$ cat config.mk
export PLATFORM = sky130hd
export DESIGN_NAME = cpu_core
export DESIGN_NICKNAME = d
export VERILOG_FILES = /design/src/logic/cpu_pkg.sv /design/src/logic/alu_exec.sv /design/src/logic/cpu_core.sv /design/src/logic/insn_decode.sv /design/src/logic/reg_file.sv
export VERILOG_INCLUDE_DIRS = /design/src /design/src/include
export SDC_FILE = /design/constraint.sdc
export NUM_CORES = 2
export LEC_CHECK = 0
export BUFFER_PORTS_ARGS = -buffer_cell sky130_fd_sc_hd__buf_4
export CAP_MARGIN = 25
export CELL_PAD_IN_SITES_DETAIL_PLACEMENT = 0
export CELL_PAD_IN_SITES_GLOBAL_PLACEMENT = 2
export CORE_ASPECT_RATIO = 1.4
export CORE_MARGIN = 2
export CORE_UTILIZATION = 45
export DETAILED_ROUTE_END_ITERATION = 10
export PLACE_DENSITY_LB_ADDON = 0.08
export SYNTH_ARGS = -nofsm -noshare
export SYNTH_HDL_FRONTEND = slang
export SYNTH_SLANG_ARGS = --single-unit
$ cat constraint.sdc
create_clock -name i_reset_n -period 17.5 [get_ports i_reset_n]
set_input_delay 2.625 -clock i_reset_n [delete_from_list [all_inputs] [get_ports i_reset_n]]
set_output_delay 2.625 -clock i_reset_n [all_outputs]
set_load 0.01 [all_outputs]
$ cat src/include/cpu_defs.svh
`ifndef CPU_DEFS_SVH
`define CPU_DEFS_SVH

// First fetch address after reset
`define CPU_RESET_VECTOR 32'h0000_1000

// r0 reads zero, r15 is P
`define CPU_NUM_REGS 16

// Top nibble that halts the core
`define CPU_ILLEGAL_NIBBLE 4'hF

`endif

$ cat src/logic/cpu_pkg.sv
package cpu_pkg;

    typedef logic [31:0] cpu_word_t;   // Data word or address
    typedef logic [3:0]  cpu_reg_idx_t;

    // Right-hand side ops, encoding order matters
    typedef enum logic [3:0] {
        OP_OR   = 4'h0,
        OP_AND  = 4'h1,
        OP_ADD  = 4'h2,
        OP_MUL  = 4'h3,
        OP_RSVD = 4'h4,  // Halts the core
        OP_SHL  = 4'h5,
        OP_LE   = 4'h6,
        OP_EQ   = 4'h7,
        OP_NOR  = 4'h8,
        OP_NAND = 4'h9,
        OP_XOR  = 4'hA,
        OP_SUB  = 4'hB,
        OP_XORN = 4'hC,
        OP_SHR  = 4'hD,
        OP_GT   = 4'hE,
        OP_NE   = 4'hF
    } cpu_op_e;

    typedef enum logic [1:0] {
        DR_REG       = 2'b00,  // Z <- rhs
        DR_LOAD      = 2'b01,  // Z <- [rhs]
        DR_STORE_RHS = 2'b10,  // [Z] <- rhs
        DR_STORE_Z   = 2'b11   // [rhs] <- Z
    } cpu_deref_e;

    typedef enum logic [2:0] {
        ST_FETCH,
        ST_FETCH_REL,
        ST_EXEC,
        ST_MEM,
        ST_MEM_REL,
        ST_WRITE,
        ST_HALT
    } cpu_state_e;

endpackage

$ cat src/logic/alu_exec.sv
`timescale 1ns/1ps

module alu_exec (
    input  logic               i_reset_n,   // Clock
    input  logic               i_reset,
    input  logic               i_start,
    input  cpu_pkg::cpu_word_t  i_x,
    input  cpu_pkg::cpu_word_t  i_y,
    input  logic [11:0]        i_imm,
    input  logic               i_type,
    input  cpu_pkg::cpu_op_e    i_op,
    output cpu_pkg::cpu_word_t  o_rhs
);

    cpu_pkg::cpu_word_t imm_sext;
    cpu_pkg::cpu_word_t opnd_o;
    cpu_pkg::cpu_word_t addend_a;
    cpu_pkg::cpu_word_t op_res;
    logic [4:0]        shamt;

    assign imm_sext = {{20{i_imm[11]}}, i_imm};

    // Type bit swaps Y and the immediate
    assign opnd_o   = i_type ? imm_sext : i_y;
    assign addend_a = i_type ? i_y : imm_sext;

    assign shamt = opnd_o[4:0];

    always_comb begin
        case (i_op)
            cpu_pkg::OP_OR:   op_res = i_x | opnd_o;
            cpu_pkg::OP_AND:  op_res = i_x & opnd_o;
            cpu_pkg::OP_ADD:  op_res = i_x + opnd_o;
            cpu_pkg::OP_MUL:  op_res = i_x * opnd_o;  // Low 32 bits
            cpu_pkg::OP_SHL:  op_res = i_x << shamt;
            cpu_pkg::OP_LE:   op_res = {31'd0, $signed(i_x) <= $signed(opnd_o)};
            cpu_pkg::OP_EQ:   op_res = {31'd0, i_x == opnd_o};
            cpu_pkg::OP_NOR:  op_res = ~(i_x | opnd_o);
            cpu_pkg::OP_NAND: op_res = ~(i_x & opnd_o);
            cpu_pkg::OP_XOR:  op_res = i_x ^ opnd_o;
            cpu_pkg::OP_SUB:  op_res = i_x + (~opnd_o + 32'd1);
            cpu_pkg::OP_XORN: op_res = i_x ^ ~opnd_o;
            cpu_pkg::OP_SHR:  op_res = i_x >> shamt;   // Logical
            cpu_pkg::OP_GT:   op_res = {31'd0, $signed(i_x) > $signed(opnd_o)};
            cpu_pkg::OP_NE:   op_res = {31'd0, i_x != opnd_o};
            default:          op_res = '0;             // Reserved, core halts
        endcase
    end

    // Result is valid the cycle after i_start
    always_ff @(posedge i_reset_n) begin
        if (i_reset)
            o_rhs <= '0;
        else if (i_start)
            o_rhs <= op_res + addend_a;
    end

endmodule

$ cat src/logic/cpu_core.sv
`timescale 1ns/1ps
`include "cpu_defs.svh"

module cpu_core (
    input  logic               i_reset_n,   // Clock
    input  logic               i_reset,
    output logic               o_insn_req,
    output cpu_pkg::cpu_word_t  o_insn_addr,
    input  logic               i_insn_ack,
    input  cpu_pkg::cpu_word_t  i_insn_data,
    output logic               o_mem_req,
    output logic               o_mem_we,
    output cpu_pkg::cpu_word_t  o_mem_addr,
    output cpu_pkg::cpu_word_t  o_mem_wdata,
    input  logic               i_mem_ack,
    input  cpu_pkg::cpu_word_t  i_mem_rdata,
    output logic               o_halt
);

    cpu_pkg::cpu_state_e    state;
    cpu_pkg::cpu_word_t     pc;
    cpu_pkg::cpu_word_t     pc_next;
    cpu_pkg::cpu_word_t     insn_q;
    cpu_pkg::cpu_word_t     load_q;
    logic                  insn_req_q;

    cpu_pkg::cpu_reg_idx_t  idx_z;
    cpu_pkg::cpu_reg_idx_t  idx_x;
    cpu_pkg::cpu_reg_idx_t  idx_y;
    cpu_pkg::cpu_reg_idx_t  rd_idx_x;
    logic [11:0]           imm;
    cpu_pkg::cpu_op_e       op;
    cpu_pkg::cpu_deref_e    deref;
    logic                  insn_type;
    logic                  nop;
    logic                  illegal;

    cpu_pkg::cpu_word_t     rd_val_x;
    cpu_pkg::cpu_word_t     rd_val_y;
    cpu_pkg::cpu_word_t     rhs;
    cpu_pkg::cpu_word_t     wr_val;
    logic                  writes_z;
    logic                  wr_en;

    assign pc_next = pc + 32'd1;

    // Kinds 00 and 01 target Z, stores do not
    assign writes_z = ~nop && (deref == cpu_pkg::DR_REG || deref == cpu_pkg::DR_LOAD);
    assign wr_val   = (deref == cpu_pkg::DR_LOAD) ? load_q : rhs;
    assign wr_en    = (state == cpu_pkg::ST_WRITE) && writes_z && idx_z != 4'd0;

    // X port doubles as the Z read outside of execute
    assign rd_idx_x = (state == cpu_pkg::ST_EXEC) ? idx_x : idx_z;

    assign o_insn_req  = insn_req_q;
    assign o_insn_addr = pc;
    assign o_halt      = (state == cpu_pkg::ST_HALT);

    // Data request fields held while in ST_MEM
    assign o_mem_req   = (state == cpu_pkg::ST_MEM);
    assign o_mem_we    = o_mem_req && deref[1];
    assign o_mem_addr  = (deref == cpu_pkg::DR_STORE_RHS) ? rd_val_x : rhs;
    assign o_mem_wdata = (deref == cpu_pkg::DR_STORE_Z) ? rd_val_x : rhs;

    always_ff @(posedge i_reset_n) begin
        if (i_reset) begin
            state      <= cpu_pkg::ST_FETCH;
            pc         <= `CPU_RESET_VECTOR;
            insn_req_q <= 1'b0;
        end else begin
            case (state)
                cpu_pkg::ST_FETCH: begin
                    if (!insn_req_q && !i_insn_ack) begin
                        insn_req_q <= 1'b1;
                    end else if (insn_req_q && i_insn_ack) begin
                        insn_req_q <= 1'b0;
                        state      <= cpu_pkg::ST_FETCH_REL;
                    end
                end
                cpu_pkg::ST_FETCH_REL: begin
                    if (!i_insn_ack)
                        state <= illegal ? cpu_pkg::ST_HALT : cpu_pkg::ST_EXEC;
                end
                cpu_pkg::ST_EXEC: begin
                    // No-ops skip the data bus
                    if (nop || deref == cpu_pkg::DR_REG)
                        state <= cpu_pkg::ST_WRITE;
                    else
                        state <= cpu_pkg::ST_MEM;
                end
                cpu_pkg::ST_MEM: begin
                    if (i_mem_ack)
                        state <= cpu_pkg::ST_MEM_REL;
                end
                cpu_pkg::ST_MEM_REL: begin
                    if (!i_mem_ack)
                        state <= cpu_pkg::ST_WRITE;
                end
                cpu_pkg::ST_WRITE: begin
                    if (writes_z && idx_z == 4'd15)
                        pc <= wr_val;     // Jump
                    else
                        pc <= pc_next;
                    state <= cpu_pkg::ST_FETCH;
                end
                default: begin
                    state <= cpu_pkg::ST_HALT;  // Stuck until reset
                end
            endcase
        end
    end

    always_ff @(posedge i_reset_n) begin
        if (state == cpu_pkg::ST_FETCH && insn_req_q && i_insn_ack)
            insn_q <= i_insn_data;
        if (state == cpu_pkg::ST_MEM && i_mem_ack)
            load_q <= i_mem_rdata;       // Read data valid with ack
    end

    reg_file u_regs (
        .i_reset_n  (i_reset_n),
        .i_reset    (i_reset),
        .i_rd_idx_x (rd_idx_x),
        .i_rd_idx_y (idx_y),
        .o_rd_val_x (rd_val_x),
        .o_rd_val_y (rd_val_y),
        .i_wr_en    (wr_en),
        .i_wr_idx   (idx_z),
        .i_wr_val   (wr_val),
        .i_pc_next  (pc_next)
    );

    insn_decode u_decode (
        .i_insn    (insn_q),
        .o_idx_z   (idx_z),
        .o_idx_x   (idx_x),
        .o_idx_y   (idx_y),
        .o_imm     (imm),
        .o_op      (op),
        .o_deref   (deref),
        .o_type    (insn_type),
        .o_nop     (nop),
        .o_illegal (illegal)
    );

    alu_exec u_alu (
        .i_reset_n (i_reset_n),
        .i_reset   (i_reset),
        .i_start   (state == cpu_pkg::ST_EXEC),
        .i_x       (rd_val_x),
        .i_y       (rd_val_y),
        .i_imm     (imm),
        .i_type    (insn_type),
        .i_op      (op),
        .o_rhs     (rhs)
    );

    // Req and its fields hold until the ack
    a_insn_req_hold : assert property (
        @(posedge i_reset_n) disable iff (i_reset)
        o_insn_req && !i_insn_ack |=> o_insn_req && $stable(o_insn_addr)
    );

    a_mem_req_hold : assert property (
        @(posedge i_reset_n) disable iff (i_reset)
        o_mem_req && !i_mem_ack |=> o_mem_req && $stable(o_mem_we)
            && $stable(o_mem_addr) && $stable(o_mem_wdata)
    );

    // Halted core stays halted and silent
    a_halt_sticky : assert property (
        @(posedge i_reset_n) disable iff (i_reset)
        o_halt |=> o_halt && !o_insn_req && !o_mem_req
    );

endmodule

$ cat src/logic/insn_decode.sv
`timescale 1ns/1ps
`include "cpu_defs.svh"

module insn_decode (
    input  cpu_pkg::cpu_word_t     i_insn,
    output cpu_pkg::cpu_reg_idx_t  o_idx_z,
    output cpu_pkg::cpu_reg_idx_t  o_idx_x,
    output cpu_pkg::cpu_reg_idx_t  o_idx_y,
    output logic [11:0]           o_imm,
    output cpu_pkg::cpu_op_e       o_op,
    output cpu_pkg::cpu_deref_e    o_deref,
    output logic                  o_type,
    output logic                  o_nop,
    output logic                  o_illegal
);

    logic is_normal;
    logic top_illegal;
    logic rsvd_op;

    // Field extraction, layout is fixed
    assign o_type  = i_insn[30];
    assign o_deref = cpu_pkg::cpu_deref_e'(i_insn[29:28]);
    assign o_idx_z = i_insn[27:24];
    assign o_idx_x = i_insn[23:20];
    assign o_idx_y = i_insn[19:16];
    assign o_op    = cpu_pkg::cpu_op_e'(i_insn[15:12]);
    assign o_imm   = i_insn[11:0];

    assign is_normal   = ~i_insn[31];
    assign top_illegal = (i_insn[31:28] == `CPU_ILLEGAL_NIBBLE);

    // Reserved op only matters for normal instructions
    assign rsvd_op = is_normal && (o_op == cpu_pkg::OP_RSVD);

    assign o_illegal = top_illegal || rsvd_op;
    assign o_nop     = ~is_normal && ~top_illegal;  // Other top bit set words

endmodule

$ cat src/logic/reg_file.sv
`timescale 1ns/1ps
`include "cpu_defs.svh"

module reg_file (
    input  logic                 i_reset_n,   // Clock
    input  logic                 i_reset,
    input  cpu_pkg::cpu_reg_idx_t i_rd_idx_x,
    input  cpu_pkg::cpu_reg_idx_t i_rd_idx_y,
    output cpu_pkg::cpu_word_t    o_rd_val_x,
    output cpu_pkg::cpu_word_t    o_rd_val_y,
    input  logic                 i_wr_en,
    input  cpu_pkg::cpu_reg_idx_t i_wr_idx,
    input  cpu_pkg::cpu_word_t    i_wr_val,
    input  cpu_pkg::cpu_word_t    i_pc_next
);

    localparam int LAST_GPR = `CPU_NUM_REGS - 2;  // r14

    // Only r1 to r14 are stored here
    cpu_pkg::cpu_word_t regs [1:LAST_GPR];

    always_ff @(posedge i_reset_n) begin
        if (i_reset) begin
            for (int i = 1; i <= LAST_GPR; i++) begin
                regs[i] <= '0;
            end
        end else if (i_wr_en && i_wr_idx != 4'd0 && i_wr_idx != 4'd15) begin
            regs[i_wr_idx] <= i_wr_val;
        end
    end

    always_comb begin
        if (i_rd_idx_x == 4'd0)
            o_rd_val_x = '0;
        else if (i_rd_idx_x == 4'd15)
            o_rd_val_x = i_pc_next;       // P reads as current plus one
        else
            o_rd_val_x = regs[i_rd_idx_x];
    end

    always_comb begin
        if (i_rd_idx_y == 4'd0)
            o_rd_val_y = '0;
        else if (i_rd_idx_y == 4'd15)
            o_rd_val_y = i_pc_next;
        else
            o_rd_val_y = regs[i_rd_idx_y];
    end

    // Core must filter r0 targets before they reach the write port
    a_no_r0_write : assert property (
        @(posedge i_reset_n) disable iff (i_reset)
        i_wr_en |-> i_wr_idx != 4'd0
    );

endmodule

==> summary.txt <==
Outcome
  • Outcome: finished, final reports clean

Timing
  • RSZ-0062 raised after global routing: no
  • Final Critical Period: 14760 ps
  • Period utilization: 84.3%
  • FMAX: 0.0678 GHz
  • Worst-Margin Slew: 1240 ps
  • Slew headroom: 16.7%
  • Worst Skew: 46.1 ps
  • Setup TNS: 0 ps
  • # setup viols final: 0
  • Endpoints failing hold: 0
  • Pins Over Slew Limit: 0

Clock tree
  • Post CTS Setup Buffer Count: 0
  • Root buf cell: clkbuf_16
  • Worst skew pair latency: 710 ps
  • TritonCTS clock tree: done
  • CTS Sinks: 648
  • CTS Hold Bufs: 0
  • Clock Tree Buf Depth: 3
  • Clk pin slew, worst setup/hold paths: 70 ps
  • Post-CTS resize count: 0
  • Total CTS buffers: 72
  • H-tree levels: 3

Critical path
  • CP Launch Type: register
  • Critical Path AT: 15350 ps
  • Crit path top cell by count: fa_1
  • Reg-to-reg slack, setup: 2740 ps
  • Crit. End Element: register
  • CP Max Fanout: 36
  • Critical-path top delay cell: inv_1
  • Crit path largest cell delay: 760 ps
  • CP required: 18090 ps
  • R2R Path Start: state[1]
  • Capturing point of the worst reg2reg path: u_alu.o_rhs[31]
  • Worst reg-to-reg path cell count: 43
  • Critical path class: reg -> reg

Min path
  • Min-Delay Path Class: reg -> reg
  • WHS Path Cells: 2
  • Hold Path Sink: u_alu.o_rhs[24]
  • HP Start: u_alu.o_rhs[24]

Die
  • Die X: 310 um
  • Row Count: 157
  • Core box area: 131000 um^2
  • Starting Density: 45.2%
  • Die H: 433 um
  • I/O Pins: 168
  • Die Area: 134000 um^2

Logic synthesis
  • Post-synth EDFFs: 576
  • Top cells by area, synth: edfxtp_1 29%, fa_1 14%, mux4_2 7.1%
  • Sequential cell area fraction in the yosys report: 31.7%
  • Async set-reset flop share out of synthesis: 0%
  • Yosys top cell area share: 29.3%
  • Post-synth top area cell: edfxtp_1
  • Synth Register Bits: 648
  • Cells after synthesis: 6252
  • Top_reg_cell synth: edfxtp_1
  • Synth cell types: 108
  • Mean post-synth cell area: 9.45 um^2
  • Post-Syn Area: 59100 um^2
  • Yosys warnings: 0

Placed design
  • Detailed Place HPWL: 204000 um
  • Post-DP Area: 62500 um^2
  • GPL Wtd Cong: 1.05
  • Port Buffers: 167

Layout
  • Share of cells above drive strength 1: 13.3%
  • Synth-to-layout area growth: 9.89%
  • Nets@finish: 7027
  • Commonest non-fill, non-tap cell in the layout: nor2_1
  • Most frequent cells in the layout: 1017 x nor2_1, 780 x nand2_1, 576 x edfxtp_1
  • Fillers: 12.4k
  • Final instance area: 64900 um^2
  • Seq. cell area: 18700 um^2
  • Multi-input logic area: 36700 um^2

Drt
  • Detailed Routing Iterations Pass 1: 6
  • DR iter-0 viols: 5564
  • Via-to-Cell Ratio: 6.34
  • Vias: 51.4k
  • Wire per inst: 34.4 um
  • Detail Route Antenna Nets: 0
  • Final Routed Wirelength: 279000 um
  • Drt drc: 0

GRT
  • Vias in the first global route: 51.6k
  • First-pass GRT wire length: 386000 um
  • Pin count of the biggest net entering global routing: 65
  • Total global-route track usage: 41.4%
  • Initial antenna violation count: 6
  • Grt ovf: 0

Flow run
  • Max-cap violations: 0
## state kept, by name, summed over array words and instances (netlist names), named ones only
signal	cells
u_regs.regs	512
insn_q	32
load_q	32
o_insn_addr	32
u_alu.o_rhs	32
state	3
o_insn_req	1
## worst max-delay path: cells and delay by family (launching register included)
kind                       cells  cell delay [ps]
AOI/OAI and AO/OA             17             4550
xor gates and xnor gates       2              510
adders and majority gates     10             4340
buffers and inverters          6             1910
DFF                            1              740
and+or+nand+nor                8             2530
## metrics by stage
step                hold slack, ps  std cells  worst slack (ps)  util, %
floorplan                      458       6315              5410        -
global placement               494       7962              3030     47.8
detailed placement             498       7967              3050     47.9
CTS                            507       8100              2980     49.7
global route                   532       8104              2380     49.7
finish                         505       8106              2740     49.7
## Yosys cell counts, drive strengths merged (21+ instances only)
master and count:
mux4 187, a211oi 55, edfxtp 576, mux2i 180
xnor2 161, ha 254, a21o 45, inv 568
a22oi 21, o21ai 300, a31oi 36, nor2b 22
o21bai 27, nand3 92, nand2b 42, o22ai 47
fa 411, o211ai 43, mux2 24, nand2 794
a221oi 33, buf 170, and3 22, nor4 23
xor2 33, nor3 68, dfxtp 72, clkbuf 288
nor2 1028, nand4 31, o221ai 22, a21oi 282
## kinds of logic after synthesis
family / Yosys count / synth area share, %
XOR/XNOR: 205 / 3.30
multiplexers: 391 / 10.7
AO/OA/AOI/OAI: 1105 / 12.3
buffers and inverters: 1033 / 7.19
flip-flops: 648 / 31.7
adder cells (fa/ha/maj): 665 / 19.3
other: 1 / 0.00635
AND/OR/NAND/NOR: 2204 / 15.5
## worst max path at each step
stage                      end  slack (ps)  startpoint  cells after the start
6_report       u_alu.o_rhs[31]        2740    state[1]                     43
5_1_grt        u_alu.o_rhs[31]        2380    state[1]                     46
2_1_floorplan  u_alu.o_rhs[31]        5410    register                     48
4_1_cts        u_alu.o_rhs[31]        2980    state[1]                     46
3_3_place_gp   u_alu.o_rhs[31]        3030    state[1]                     46
3_5_place_dp   u_alu.o_rhs[31]        3050    state[1]                     46
## routing by layer
| metal | global-route usage, % | wire [um] |
|---|---|---|
| met3 | 6.24 | 21100 |
| met2 | 70.2 | 136000 |
| met1 | 45.9 | 94400 |
| met5 | 0 | 11 |
| met4 | 33.8 | 27200 |
## layout make-up
type                            count  share of cell area [%]
Antenna cell                        4                  0.0154
Clock inverter                     43                   0.657
Inverter                          575                    3.32
Clock buffer                       90                    2.99
Sequential cell                   648                    28.9
Tap cell                         1749                    3.37
Multi-Input combinational cell   4634                    56.5
Timing Repair Buffer              363                    4.22
Power is left out: the tool's default activity adds up to more than one toggle a clock period on the data nets, which glitch-free logic cannot reach.
